### src/common/virtio_mmio_pkg.sv
package virtio_mmio_pkg;

	// -------------------------------------------------------------------------
	// widths
	// -------------------------------------------------------------------------
	typedef logic [11:0] addr_t;
	typedef logic [31:0] data_t;
	typedef logic        qsel_t;
	typedef logic [1:0]  burst_t;
	typedef logic [7:0]  len_t;

	localparam burst_t     BURST_FIXED = 2'b00;
	localparam burst_t     BURST_INCR  = 2'b01;
	localparam logic [1:0] RESP_OKAY   = 2'b00;

	// receive and send
	localparam int NUM_QUEUES = 2;

	// driver handshake progress
	typedef enum logic [1:0] {
		ST_RESET,
		ST_SETUP_BASE,
		ST_SETUP_DRIVER,
		ST_IDLE
	} dev_state_t;

	// -------------------------------------------------------------------------
	// register map
	// -------------------------------------------------------------------------
	localparam addr_t REG_MAGIC         = 12'h000;
	localparam addr_t REG_VERSION       = 12'h004;
	localparam addr_t REG_DEVICE_ID     = 12'h008;
	localparam addr_t REG_VENDOR_ID     = 12'h00C;
	localparam addr_t REG_DEV_FEAT      = 12'h010;
	localparam addr_t REG_DEV_FEAT_SEL  = 12'h014;
	localparam addr_t REG_QUEUE_SEL     = 12'h030;
	localparam addr_t REG_QUEUE_NUM_MAX = 12'h034;
	localparam addr_t REG_QUEUE_READY   = 12'h044;
	localparam addr_t REG_QUEUE_NOTIFY  = 12'h050;
	localparam addr_t REG_INT_STATUS    = 12'h060;
	localparam addr_t REG_INT_ACK       = 12'h064;
	localparam addr_t REG_STATUS        = 12'h070;
	localparam addr_t REG_DESC_LO       = 12'h080;
	localparam addr_t REG_DESC_HI       = 12'h084;
	localparam addr_t REG_DRV_LO        = 12'h090;
	localparam addr_t REG_DRV_HI        = 12'h094;
	localparam addr_t REG_DEV_LO        = 12'h0A0;
	localparam addr_t REG_DEV_HI        = 12'h0A4;
	localparam addr_t REG_CFG_GEN       = 12'h0FC;
	localparam addr_t REG_MAC_LO        = 12'h100;
	localparam addr_t REG_MAC_HI        = 12'h104;

	// -------------------------------------------------------------------------
	// identification
	// -------------------------------------------------------------------------
	localparam data_t MAGIC_VALUE   = 32'h74726976;
	localparam data_t VERSION       = 32'h2;
	localparam data_t DEVICE_ID     = 32'h1;
	localparam data_t VENDOR_ID     = 32'hFF001AF4;
	localparam data_t QUEUE_NUM_MAX = 32'h40;

	// access platform (33), version 1 (32), net mac (5)
	localparam logic [63:0] DEVICE_FEATURES = (64'd1 << 33) | (64'd1 << 32) | (64'd1 << 5);

	localparam logic [47:0] MAC_ADDR = 48'haabbccddeeff;
	localparam data_t MAC_LO_WORD = {MAC_ADDR[23:16], MAC_ADDR[31:24],
		MAC_ADDR[39:32], MAC_ADDR[47:40]};
	localparam data_t MAC_HI_WORD = {8'hAD, 8'hDE, MAC_ADDR[7:0], MAC_ADDR[15:8]};

	// device status bits set by the driver
	localparam int STAT_DRIVER      = 1;
	localparam int STAT_DRIVER_OK   = 2;
	localparam int STAT_FEATURES_OK = 3;

endpackage
### src/common/reg_bus_if.sv
`timescale 1ns/1ns

interface reg_bus_if
	import virtio_mmio_pkg::*;
();

	logic  wr_en;
	addr_t wr_addr;
	data_t wr_data;
	logic  rd_en;
	addr_t rd_addr;
	data_t rd_data;

	modport slave (
		output wr_en, wr_addr, wr_data, rd_en, rd_addr,
		input  rd_data
	);

	modport regs (
		input wr_en, wr_addr, wr_data
	);

	// the config block also decodes writes
	modport reader (
		input  wr_en, wr_addr, wr_data, rd_en, rd_addr,
		output rd_data
	);

endinterface

### src/design/virtio_mmio_top.sv
`timescale 1ns/1ns

module virtio_mmio_top
	import virtio_mmio_pkg::*;
#(
	parameter int NUM_QUEUES = virtio_mmio_pkg::NUM_QUEUES
)
(
	input  logic       axi_aclk,
	input  logic       axi_aresetn,
	// AXI4 slave
	input  logic       awid,
	input  addr_t      awaddr,
	input  len_t       awlen,
	input  burst_t     awburst,
	input  logic       awvalid,
	output logic       awready,
	input  data_t      wdata,
	input  logic       wlast,
	input  logic       wvalid,
	output logic       wready,
	output logic       bid,
	output logic [1:0] bresp,
	output logic       bvalid,
	input  logic       bready,
	input  logic       arid,
	input  addr_t      araddr,
	input  len_t       arlen,
	input  burst_t     arburst,
	input  logic       arvalid,
	output logic       arready,
	output logic       rid,
	output data_t      rdata,
	output logic [1:0] rresp,
	output logic       rlast,
	output logic       rvalid,
	input  logic       rready,
	// device side
	input  logic       recv_done,
	output logic       irq,
	output logic       dev_req,
	output data_t      q_ready   [NUM_QUEUES],
	output data_t      q_desc_lo [NUM_QUEUES],
	output data_t      q_drv_lo  [NUM_QUEUES],
	output data_t      q_dev_lo  [NUM_QUEUES]
);

	reg_bus_if bus ();
	qsel_t     queue_sel;

	mmio_axi_slave u_axi_slave (
		.axi_aclk    (axi_aclk),
		.axi_aresetn (axi_aresetn),
		.awid        (awid),
		.awaddr      (awaddr),
		.awlen       (awlen),
		.awburst     (awburst),
		.awvalid     (awvalid),
		.awready     (awready),
		.wdata       (wdata),
		.wlast       (wlast),
		.wvalid      (wvalid),
		.wready      (wready),
		.bid         (bid),
		.bresp       (bresp),
		.bvalid      (bvalid),
		.bready      (bready),
		.arid        (arid),
		.araddr      (araddr),
		.arlen       (arlen),
		.arburst     (arburst),
		.arvalid     (arvalid),
		.arready     (arready),
		.rid         (rid),
		.rdata       (rdata),
		.rresp       (rresp),
		.rlast       (rlast),
		.rvalid      (rvalid),
		.rready      (rready),
		.bus         (bus.slave)
	);

	// one register block per virtqueue, 0 receive and 1 send
	for (genvar q = 0; q < NUM_QUEUES; q++)
	begin : g_queue
		virtq_regs #(
			.QUEUE_INDEX (q)
		) u_virtq_regs (
			.axi_aclk    (axi_aclk),
			.axi_aresetn (axi_aresetn),
			.bus         (bus.regs),
			.queue_sel   (queue_sel),
			.ready       (q_ready[q]),
			.desc_lo     (q_desc_lo[q]),
			.drv_lo      (q_drv_lo[q]),
			.dev_lo      (q_dev_lo[q])
		);
	end

	device_config #(
		.NUM_QUEUES (NUM_QUEUES)
	) u_device_config (
		.axi_aclk    (axi_aclk),
		.axi_aresetn (axi_aresetn),
		.bus         (bus.reader),
		.queue_ready (q_ready),
		.recv_done   (recv_done),
		.queue_sel   (queue_sel),
		.irq         (irq),
		.dev_req     (dev_req)
	);

endmodule

### src/design/device_config.sv
`timescale 1ns/1ns

module device_config
	import virtio_mmio_pkg::*;
#(
	parameter int NUM_QUEUES = virtio_mmio_pkg::NUM_QUEUES
)
(
	input  logic  axi_aclk,
	input  logic  axi_aresetn,
	reg_bus_if.reader bus,
	input  data_t queue_ready [NUM_QUEUES],
	input  logic  recv_done,
	output qsel_t queue_sel,
	output logic  irq,
	output logic  dev_req
);

	data_t      feat_sel_q;
	qsel_t      queue_sel_q;
	data_t      status_q;
	data_t      status_wr_q;
	logic       status_pend_q;
	dev_state_t state_q;
	data_t      int_status_q;
	data_t      int_next;
	logic       int_d1_q;
	logic       int_d2_q;
	data_t      rd_word;
	data_t      rd_data_q;

	// -------------------------------------------------------------------------
	// plain write registers
	// -------------------------------------------------------------------------
	always_ff @(posedge axi_aclk)
	begin
		if (!axi_aresetn)
		begin
			feat_sel_q    <= '0;
			queue_sel_q   <= '0;
			status_pend_q <= 1'b0;
		end
		else
		begin
			status_pend_q <= bus.wr_en && (bus.wr_addr == REG_STATUS);
			if (bus.wr_en && bus.wr_addr == REG_DEV_FEAT_SEL)
				feat_sel_q <= bus.wr_data;
			if (bus.wr_en && bus.wr_addr == REG_QUEUE_SEL)
				queue_sel_q <= qsel_t'(bus.wr_data[$bits(qsel_t)-1:0]);
		end
	end

	// status value is held one cycle before the rules see it
	always_ff @(posedge axi_aclk)
	begin
		if (bus.wr_en && bus.wr_addr == REG_STATUS)
			status_wr_q <= bus.wr_data;
	end

	// -------------------------------------------------------------------------
	// device status handshake
	// -------------------------------------------------------------------------
	always_ff @(posedge axi_aclk)
	begin
		if (!axi_aresetn)
		begin
			status_q <= '0;
			state_q  <= ST_RESET;
		end
		else if (status_pend_q)
		begin
			if (status_wr_q == '0)
			begin
				// acknowledge only, start over
				status_q <= data_t'(1);
				state_q  <= ST_RESET;
			end
			else
			begin
				case (state_q)
					ST_RESET:
						if (status_wr_q[STAT_DRIVER])
						begin
							status_q[STAT_DRIVER] <= 1'b1;
							state_q <= ST_SETUP_BASE;
						end
					ST_SETUP_BASE:
						if (status_wr_q[STAT_FEATURES_OK])
						begin
							status_q[STAT_FEATURES_OK] <= 1'b1;
							state_q <= ST_SETUP_DRIVER;
						end
					ST_SETUP_DRIVER:
						if (status_wr_q[STAT_DRIVER_OK])
						begin
							status_q[STAT_DRIVER_OK] <= 1'b1;
							state_q <= ST_IDLE;
						end
					default:
						;
				endcase
			end
		end
	end

	// -------------------------------------------------------------------------
	// interrupt status
	// -------------------------------------------------------------------------
	always_comb
	begin
		int_next = int_status_q;
		if (bus.wr_en && bus.wr_addr == REG_INT_ACK)
			int_next = int_status_q & ~bus.wr_data;
		// a new event is never lost to a same-cycle ack
		if ((bus.wr_en && bus.wr_addr == REG_QUEUE_NOTIFY) || recv_done)
			int_next[0] = 1'b1;
	end

	always_ff @(posedge axi_aclk)
	begin
		if (!axi_aresetn)
		begin
			int_status_q <= '0;
			int_d1_q     <= 1'b0;
			int_d2_q     <= 1'b0;
		end
		else
		begin
			int_status_q <= int_next;
			int_d1_q     <= int_status_q[0];
			int_d2_q     <= int_d1_q;
		end
	end

	assign irq     = int_status_q[0];
	assign dev_req = int_d1_q && !int_d2_q;

	// -------------------------------------------------------------------------
	// read data
	// -------------------------------------------------------------------------
	always_comb
	begin
		case (bus.rd_addr)
			REG_MAGIC:         rd_word = MAGIC_VALUE;
			REG_VERSION:       rd_word = VERSION;
			REG_DEVICE_ID:     rd_word = DEVICE_ID;
			REG_VENDOR_ID:     rd_word = VENDOR_ID;
			REG_DEV_FEAT:      rd_word = (feat_sel_q == '0) ? DEVICE_FEATURES[31:0] :
				DEVICE_FEATURES[63:32];
			REG_QUEUE_NUM_MAX: rd_word = QUEUE_NUM_MAX;
			REG_QUEUE_READY:   rd_word = queue_ready[queue_sel_q];
			REG_INT_STATUS:    rd_word = int_status_q;
			REG_STATUS:        rd_word = status_q;
			// config space never changes
			REG_CFG_GEN:       rd_word = '0;
			REG_MAC_LO:        rd_word = MAC_LO_WORD;
			REG_MAC_HI:        rd_word = MAC_HI_WORD;
			default:           rd_word = '0;
		endcase
	end

	always_ff @(posedge axi_aclk)
	begin
		if (bus.rd_en)
			rd_data_q <= rd_word;
	end

	assign bus.rd_data = rd_data_q;
	assign queue_sel   = queue_sel_q;

endmodule

### src/design/virtq_regs.sv
`timescale 1ns/1ns

module virtq_regs
	import virtio_mmio_pkg::*;
#(
	parameter int QUEUE_INDEX = 0
)
(
	input  logic  axi_aclk,
	input  logic  axi_aresetn,
	reg_bus_if.regs bus,
	input  qsel_t queue_sel,
	output data_t ready,
	output data_t desc_lo,
	output data_t drv_lo,
	output data_t dev_lo
);

	// descriptor, driver and device areas, each low word then high word
	data_t addr_words [6];
	data_t ready_q;
	logic  sel_wr;

	assign sel_wr = bus.wr_en && (queue_sel == qsel_t'(QUEUE_INDEX));

	always_ff @(posedge axi_aclk)
	begin
		if (!axi_aresetn)
		begin
			ready_q    <= '0;
			addr_words <= '{default: '0};
		end
		else if (sel_wr)
		begin
			case (bus.wr_addr)
				REG_QUEUE_READY: ready_q       <= bus.wr_data;
				REG_DESC_LO:     addr_words[0] <= bus.wr_data;
				REG_DESC_HI:     addr_words[1] <= bus.wr_data;
				REG_DRV_LO:      addr_words[2] <= bus.wr_data;
				REG_DRV_HI:      addr_words[3] <= bus.wr_data;
				REG_DEV_LO:      addr_words[4] <= bus.wr_data;
				REG_DEV_HI:      addr_words[5] <= bus.wr_data;
				default:         ;
			endcase
		end
	end

	// only the low halves leave the block
	assign ready   = ready_q;
	assign desc_lo = addr_words[0];
	assign drv_lo  = addr_words[2];
	assign dev_lo  = addr_words[4];

endmodule

### src/axi_slave/mmio_axi_slave.sv
`timescale 1ns/1ns

module mmio_axi_slave
	import virtio_mmio_pkg::*;
(
	input  logic   axi_aclk,
	input  logic   axi_aresetn,
	// write address channel
	input  logic   awid,
	input  addr_t  awaddr,
	input  len_t   awlen,
	input  burst_t awburst,
	input  logic   awvalid,
	output logic   awready,
	// write data channel
	input  data_t  wdata,
	input  logic   wlast,
	input  logic   wvalid,
	output logic   wready,
	// write response channel
	output logic   bid,
	output logic [1:0] bresp,
	output logic   bvalid,
	input  logic   bready,
	// read address channel
	input  logic   arid,
	input  addr_t  araddr,
	input  len_t   arlen,
	input  burst_t arburst,
	input  logic   arvalid,
	output logic   arready,
	// read data channel
	output logic   rid,
	output data_t  rdata,
	output logic [1:0] rresp,
	output logic   rlast,
	output logic   rvalid,
	input  logic   rready,
	reg_bus_if.slave bus
);

	typedef enum logic [2:0] {
		SL_IDLE,
		SL_WDATA,
		SL_WRESP,
		SL_RISSUE,
		SL_RDATA
	} slave_state_t;

	slave_state_t state_q;
	addr_t        addr_q;
	addr_t        next_addr;
	len_t         len_q;
	len_t         cnt_q;
	burst_t       burst_q;
	logic         id_q;
	logic         wr_beat;
	logic         last_beat;

	assign wr_beat   = wready && wvalid;
	assign last_beat = (cnt_q == len_q);

	// fixed bursts stay put, anything else steps one word
	assign next_addr = (burst_q == BURST_FIXED) ? addr_q :
		{addr_q[$bits(addr_t)-1:2] + 1'b1, 2'b00};

	// -------------------------------------------------------------------------
	// one transaction at a time
	// -------------------------------------------------------------------------
	always_ff @(posedge axi_aclk)
	begin
		if (!axi_aresetn)
		begin
			state_q <= SL_IDLE;
			awready <= 1'b0;
			wready  <= 1'b0;
			bvalid  <= 1'b0;
			arready <= 1'b0;
			rvalid  <= 1'b0;
			addr_q  <= '0;
			len_q   <= '0;
			cnt_q   <= '0;
			burst_q <= BURST_INCR;
			id_q    <= 1'b0;
		end
		else
		begin
			awready <= 1'b0;
			arready <= 1'b0;
			case (state_q)
				SL_IDLE:
				begin
					// write wins when both arrive together
					if (awvalid)
					begin
						awready <= 1'b1;
						addr_q  <= awaddr;
						len_q   <= awlen;
						burst_q <= awburst;
						id_q    <= awid;
						cnt_q   <= '0;
						state_q <= SL_WDATA;
					end
					else if (arvalid)
					begin
						arready <= 1'b1;
						addr_q  <= araddr;
						len_q   <= arlen;
						burst_q <= arburst;
						id_q    <= arid;
						cnt_q   <= '0;
						state_q <= SL_RISSUE;
					end
				end
				SL_WDATA:
				begin
					if (!wready && wvalid)
						wready <= 1'b1;
					if (wr_beat)
					begin
						cnt_q  <= cnt_q + 1'b1;
						addr_q <= next_addr;
						// close on wlast, or on the beat count as a fallback
						if (wlast || last_beat)
						begin
							wready  <= 1'b0;
							bvalid  <= 1'b1;
							state_q <= SL_WRESP;
						end
					end
				end
				SL_WRESP:
				begin
					if (bready)
					begin
						bvalid  <= 1'b0;
						state_q <= SL_IDLE;
					end
				end
				SL_RISSUE:
				begin
					// rd_data is registered on this edge
					rvalid  <= 1'b1;
					state_q <= SL_RDATA;
				end
				SL_RDATA:
				begin
					if (rready)
					begin
						rvalid <= 1'b0;
						if (last_beat)
							state_q <= SL_IDLE;
						else
						begin
							cnt_q   <= cnt_q + 1'b1;
							addr_q  <= next_addr;
							state_q <= SL_RISSUE;
						end
					end
				end
				default:
					state_q <= SL_IDLE;
			endcase
		end
	end

	// -------------------------------------------------------------------------
	// register bus and responses
	// -------------------------------------------------------------------------
	assign bus.wr_en   = wr_beat;
	assign bus.wr_addr = addr_q;
	assign bus.wr_data = wdata;
	assign bus.rd_en   = (state_q == SL_RISSUE);
	assign bus.rd_addr = addr_q;

	assign bid   = id_q;
	assign bresp = RESP_OKAY;
	assign rid   = id_q;
	assign rdata = bus.rd_data;
	assign rresp = RESP_OKAY;
	assign rlast = rvalid && last_beat;

endmodule

### config.mk
export PLATFORM = sky130hd
export DESIGN_NAME = virtio_mmio_top
export DESIGN_NICKNAME = d
export VERILOG_FILES = /design/src/common/virtio_mmio_pkg.sv /design/src/common/reg_bus_if.sv /design/src/design/virtio_mmio_top.sv /design/src/design/device_config.sv /design/src/design/virtq_regs.sv /design/src/axi_slave/mmio_axi_slave.sv
export SDC_FILE = /design/constraint.sdc
export NUM_CORES = 1
export LEC_CHECK = 0
export ABC_AREA = 1
export BUFFER_PORTS_ARGS = -buffer_cell sky130_fd_sc_hd__buf_2
export CORE_MARGIN = 10
export CORE_UTILIZATION = 33
export DETAILED_ROUTE_END_ITERATION = 8
export GPL_TIMING_DRIVEN = 0
export RECOVER_POWER = 100
export REMOVE_ABC_BUFFERS = 1
export SLEW_MARGIN = 40
export SYNTH_ARGS = -nofsm -noshare
export SYNTH_HDL_FRONTEND = slang
export SYNTH_SLANG_ARGS = --single-unit
### constraint.sdc
create_clock -name axi_aclk -period 6.4 [get_ports axi_aclk]
set_input_delay 0.32 -clock axi_aclk [delete_from_list [all_inputs] [get_ports axi_aclk]]
set_output_delay 0.32 -clock axi_aclk [all_outputs]
set_load 0.01 [all_outputs]
After elaboration in Yosys (flattened, before gate mapping)
Index checks and enable logic that the tools add are counted.
{"block": "classes", "addsub": 2, "magnitude_cmp": 1, "n_eq_ne": 33, "mux": 57, "n_bitwise": 6, "reduce_logical": 53}
{"operator": "$pmux 32 s11", "count": 1}
{"operator": "$mux 32", "count": 3}
{"operator": "$mux 12", "count": 6}
{"operator": "$logic_not 32->1", "count": 2}
{"operator": "$eq 12x7->1 const B", "count": 5}
{"operator": "$mux 8", "count": 7}
{"operator": "$eq 12x8->1 const B", "count": 3}
{"operator": "$pmux 12 s3", "count": 1}
{"operator": "$and 32x32->32", "count": 1}
{"operator": "$not 32->32", "count": 1}
{"operator": "$eq 12x4->1 const B", "count": 2}
{"operator": "$eq 12x5->1 const B", "count": 2}
{"operator": "$eq 12x6->1 const B", "count": 2}
{"operator": "$eq 12x9->1 const B", "count": 2}
{"operator": "$pmux 8 s3", "count": 1}
{"operator": "$reduce_and 2->1", "count": 12}
{"operator": "$mux 3", "count": 7}
{"operator": "$reduce_bool 2->1", "count": 10}
{"operator": "$mux 1", "count": 19}
{"operator": "$pmux 3 s5", "count": 1}
{"operator": "$reduce_and 5->1", "count": 3}
{"operator": "$mux 2", "count": 7}
{"operator": "$eq 12x3->1 const B", "count": 1}
{"operator": "$logic_not 12->1", "count": 1}
{"operator": "other kinds (28)", "count": 52}
{"block": "word_totals", "ff_bits": 433, "output_inout_bits": 302, "wordCells": 185}

Logic depth before layout (Yosys ltp)
{"block": "depth", "depth_word": 5, "ltp_mapped": 13}

Modules after synthesis
A second synthesis with hierarchy kept.
{"block": "hier_totals", "cells_unflattened": 2725, "hier_area_um2": 20134.3}
{"mod": "device_config", "instances": 1, "cells_per_inst": 716, "area_each_um2": 6094.6, "seq_area_each_um2": 3403.3}
{"mod": "virtq_regs (g_queue[0].u_virtq_regs)", "instances": 1, "cells_per_inst": 765, "area_each_um2": 5540.3, "seq_area_each_um2": 2562.5}
{"mod": "virtq_regs (g_queue[1].u_virtq_regs)", "instances": 1, "cells_per_inst": 765, "area_each_um2": 5461.5, "seq_area_each_um2": 2562.5}
{"mod": "mmio_axi_slave", "instances": 1, "cells_per_inst": 479, "area_each_um2": 3037.9, "seq_area_each_um2": 780.7}

Worst setup path before layout
Ideal clock, no wire load.
{"block": "synth_path", "kind": "register to register", "startpoint": "reg u_axi_slave.state_q[0]", "endpoint": "reg u_axi_slave.rvalid", "arrival_time_ns": 3.098, "required_ns": 6.325, "path_slack_ns": 3.227, "path_stages_with_launch": 5, "synth_period_minus_slack_ns": 3.173, "path_cell_list": "dfxtp_1 -> inv_2 -> nor3_1 -> inv_1 -> a21oi_1"}
{"block": "synth_between", "elab_chain_len": 3}
{"element": "start: declaration", "line_no": "mmio_axi_slave.sv:50", "rtl": "slave_state_t state_q;"}
{"element": "start signal: assignment", "line_no": "mmio_axi_slave.sv:74", "rtl": "state_q <= SL_IDLE;"}
{"element": "start signal: assignment", "line_no": "mmio_axi_slave.sv:102", "rtl": "state_q <= SL_WDATA;"}
{"element": "start signal: assignment", "line_no": "mmio_axi_slave.sv:112", "rtl": "state_q <= SL_RISSUE;"}
{"element": "$eq 3x3->1 or $eq 3x2->1 (tied branches)", "line_no": "mmio_axi_slave.sv:90", "rtl": "case (state_q)"}
{"element": "$ne 2x2->1 (no source line) or $reduce_bool 2->1 (tied branches)"}
{"element": "$reduce_and 2->1 (no source line)"}
{"element": "end signal: assignment", "line_no": "mmio_axi_slave.sv:79", "rtl": "rvalid <= 1'b0;"}
{"element": "end signal: assignment", "line_no": "mmio_axi_slave.sv:143", "rtl": "rvalid <= 1'b1;"}
{"element": "end signal: assignment", "line_no": "mmio_axi_slave.sv:150", "rtl": "rvalid <= 1'b0;"}
{"element": "end: declaration", "line_no": "mmio_axi_slave.sv:37", "rtl": "output logic rvalid,"}
Several ways; a longest one is shown, not always the timed one.
A chain may end at the register's enable or synchronous reset.

Worst setup path after layout
{"block": "layout_path", "startpoint": "reg u_axi_slave.addr_q[2] (netlist: u_axi_slave.bus.rd_addr[2])", "endpoint": "reg u_device_config.status_wr_q[15], enable pin"}
{"block": "layout_between", "elab_chain_len": 2}
{"element": "start: declaration", "line_no": "mmio_axi_slave.sv:51", "rtl": "addr_t addr_q;"}
{"element": "start signal: assignment", "line_no": "mmio_axi_slave.sv:97", "rtl": "addr_q <= awaddr;"}
{"element": "start signal: assignment", "line_no": "mmio_axi_slave.sv:107", "rtl": "addr_q <= araddr;"}
{"element": "start signal: assignment", "line_no": "mmio_axi_slave.sv:122", "rtl": "addr_q <= next_addr;"}
{"element": "$eq 12x7->1", "line_no": "device_config.sv:56", "rtl": "if (bus.wr_en && bus.wr_addr == REG_STATUS)"}
{"element": "$logic_and 1x1->1", "line_no": "device_config.sv:56"}
{"element": "end signal: assignment", "line_no": "device_config.sv:57", "rtl": "status_wr_q <= bus.wr_data;"}
{"element": "end: declaration", "line_no": "device_config.sv:22", "rtl": "data_t status_wr_q;"}
No other way between the ends.

==> flow_summary_export.csv <==
group,metric,value,unit
synth,yosysTopAreaCell,"dfxtp_1",
power,peakVddDrop,0.175,mV
die,ios,389,
hold_path,hp-class,"primary input to flip-flop",
synth,syn_area_per_cell,8.04,um2
global_routing,grt_usage,17.8,%
flow_run,cap_violations,8,
worst_setup_path,cp.required,6600,ps
cts,root_buffer,"clkbuf_16",
cts,numCtsBuffers,50,
worst_setup_path,worst_ep_arrival_time,4400,ps
power,power.density,324,nW/um2
routing,drc,0,
die,rows,84,
routing,postRouteAntennaNets,0,
die,die_height,250,um
cts,path_clk_slew,60,ps
timing,max_freq,238,MHz
power,power_leakage,7.93,nW
synth,yosys_warnings,0,
finish,layout.nets,2597,
synth,synth_seq_area_share,53.5,%
synth,netlist_area,17400,um2
finish,layout.cells.non_filler,3232,
die,core,52300,um2
global_routing,antenna_found_initial,2,
synth,postSynthCellCount,2163,
global_routing,gr-total-overflow,0,
placement,portBuffers,384,
global_routing,grt_pass1_vias,14800,
timing,finClkSkew,23.8,ps
cts,post_cts_buffers,0,
routing,routedWlPerCell,17.8,um
cts,numClockSinks,433,
timing,tightest_slew,2220,ps
synth,async_flop_share,0,%
timing,hold_viol,0,
timing,slew_violations,323,
worst_setup_path,crit_path_end_kind,"flip-flop",
cts,cts_max_level,2,
timing,setup_violations,0,
finish,drive_above_1_share,6.88,%
timing,period_needed,4200,ps
global_routing,grt_pass1_wl,88.1,mm
timing,fin_crit_sh,65.6,%
synth,ys_dominant_reg_cell,"dfxtp_1",
cts,cts_buffer_depth,3,
die,start_util,33.2,%
run_status,violations,"max-capacitance violations, max-slew violations",
routing,drt-initial-drc-count,902,
routing,vias,15200,
placement,place.gp.congestion,0.831,
synth,synth_top_area_share,42.5,%
worst_setup_path,path_class,"flip-flop to flip-flop",
power,finalPower,0.00684,W
worst_setup_path,path_max_fanout,18,
cts,tritoncts,"built",
cts,clk_latency,590,ps
synth,synth-edff-count,64,
routing,finalWirelength,57.7,mm
routing,viasPerCell,4.72,
timing,rsz0062_at_grt,"no",
hold_path,whs_path_depth,5,
timing,maxSlewHeadroom,-48.4,%
synth,synth_area_leaders,"dfxtp_1 42%, edfxtp_1 11%, a21oi_1 9.4%, inv_1 8.3%, o21ai_0 8.3%",
placement,pre_cts_ws,3210,ps
die,die_area,62300,um2
global_routing,grt_max_degree,109,
die,die_x,250,um
placement,dpl.hpwl,41.9,mm
finish,area.growth.synth_to_final,21.3,%
run_status,status,"complete, but fails checks",
synth,ys_seq_elements,433,
finish,diodes,0,
worst_setup_path,reg2regPathDepth,9,
timing,layout_setup_ws,2200,ps
routing,firstDrtPassIters,7,
synth,synth_cell_types,46,
worst_setup_path,startpoint_type,"flip-flop",
placement,dpl.cell_count,3134,
## path summary, 6_finish.rpt
| kind | startpoint | endpoint | slack [ps] |
|---|---|---|---|
| worst min-delay path | arlen[6] | u_axi_slave.len_q[6] | 40 |
| worst max-delay path | u_axi_slave.bus.rd_addr[2] | u_device_config.status_wr_q[15] | 2200 |
| worst max register to register | u_axi_slave.bus.rd_addr[2] | u_device_config.status_wr_q[15] | 2200 |
| worst min register to register | g_queue[1].u_virtq_regs.desc_lo[15] | g_queue[1].u_virtq_regs.desc_lo[15] | 440 |
## layout make-up
cell class	instances	area, um2
repair buffers	413	1820
clock buffers	62	1400
well taps	688	861
inverters	402	1510
multi-input cells	1202	5950
clock inverters	32	259
flip-flops and latches	433	9310
fillers	5468	31200
## metal layers
| layer | GRT usage [%] | up-vias | wire length, um |
|---|---|---|---|
| met5 | 0 | - | 0 |
| met4 | 5.51 | 0 | 1490 |
| met1 | 21.7 | 7043 | 24800 |
| li1 | - | 7699 | - |
| met3 | 4.79 | 86 | 3790 |
| met2 | 29.9 | 418 | 27600 |
## cells in the mapped netlist, types with 30 or more instances
cell / number
inv_1: 386
clkbuf_1: 87
nand3_1: 41
o21ai_1: 58
edfxtp_1: 64
dfxtp_1: 369
a21oi_1: 327
o21ai_0: 287
o211ai_1: 37
nand2_1: 230
nor2_1: 110
buf_2: 30
## sequential cells by signal (all words and copies together), names as in the netlist, 12 cells and up
register                      flops
u_device_config.status_wr_q      32
g_queue.u_virtq_regs.dev_lo      64
u_axi_slave.bus.rd_addr          12
g_queue.u_virtq_regs.ready       64
u_device_config.bus.rd_data      32
u_device_config.feat_sel_q       32
g_queue.u_virtq_regs.drv_lo      64
g_queue.u_virtq_regs.desc_lo     64
u_device_config.int_status_q     32
## power by group
part / switching [W] / leakage (nW) / total, W / internal (W)
Sequential: 0.0000948 / 3.56 / 0.00299 / 0.00290
Clock: 0.00118 / 0.816 / 0.00286 / 0.00168
Combinational: 0.000698 / 3.55 / 0.000992 / 0.000294
Total: 0.00198 / 7.93 / 0.00684 / 0.00487
## cells by family (layout without fill, tap and decap cells)
logic type	Yosys count	count (layout)	synth area share, %
other	1	4	0.0216
XOR/XNOR	15	15	0.755
AND/OR/NAND/NOR	450	450	11.5
buffers and inverters	531	909	11.9
multiplexers	2	2	0.115
flip-flops	433	433	53.5
adder cells (fa/ha/maj)	8	8	0.575
AO/OA/AOI/OAI	723	723	21.6
## critical path, cell delays in order (launching register included)
cell and delay (ps):
dfxtp_1 370, inv_1 100, ha_1 150, nand2_1 80, nor2_1 550, inv_1 170, nor2_1 210, nand2_1 200
nor2_1 1110, clkbuf_1 860
## metrics by stage
stage / TNS, ps / hold WS, ps / instance area, um2 / util, %
2_1_floorplan: 0 / 404 / 16800 / -
3_3_place_gp: -11540 / 424 / 19600 / 37.5
3_5_place_dp: 0 / 431 / 20100 / 38.5
4_1_cts: 0 / 2.20 / 21800 / 41.7
5_1_grt: 0 / 38.6 / 21100 / 40.3
6_report: 0 / 41.6 / 21100 / 40.3
## repair_timing
action,4_1_cts,5_1_grt
hold buffers,3,0
hold endpoints to repair,3,0
resized for setup,0,0
## placed cells by master (no fill, tap or decap), drive strengths merged, types with 2 or more instances in the layout
| cell type | n |
|---|---|
| dlygate4sd3 | 3 |
| ha | 8 |
| a21o | 2 |
| o211ai | 37 |
| a221o | 3 |
| a221oi | 2 |
| nor2 | 122 |
| buf | 64 |
| and3 | 2 |
| o2111ai | 3 |
| conb | 4 |
| nand3 | 48 |
| or2 | 3 |
| nand4 | 11 |
| mux2i | 2 |
| nand2 | 239 |
| dfxtp | 369 |
| edfxtp | 64 |
| xor2 | 6 |
| bufinv | 3 |
| a21oi | 327 |
| clkinv | 25 |
| nor4 | 8 |
| nor3 | 13 |
| clkbuf | 408 |
| clkinvlp | 4 |
| o21ai | 345 |
| xnor2 | 9 |
| inv | 402 |
| nand3b | 4 |
Power figures use the tool's default switching activity.
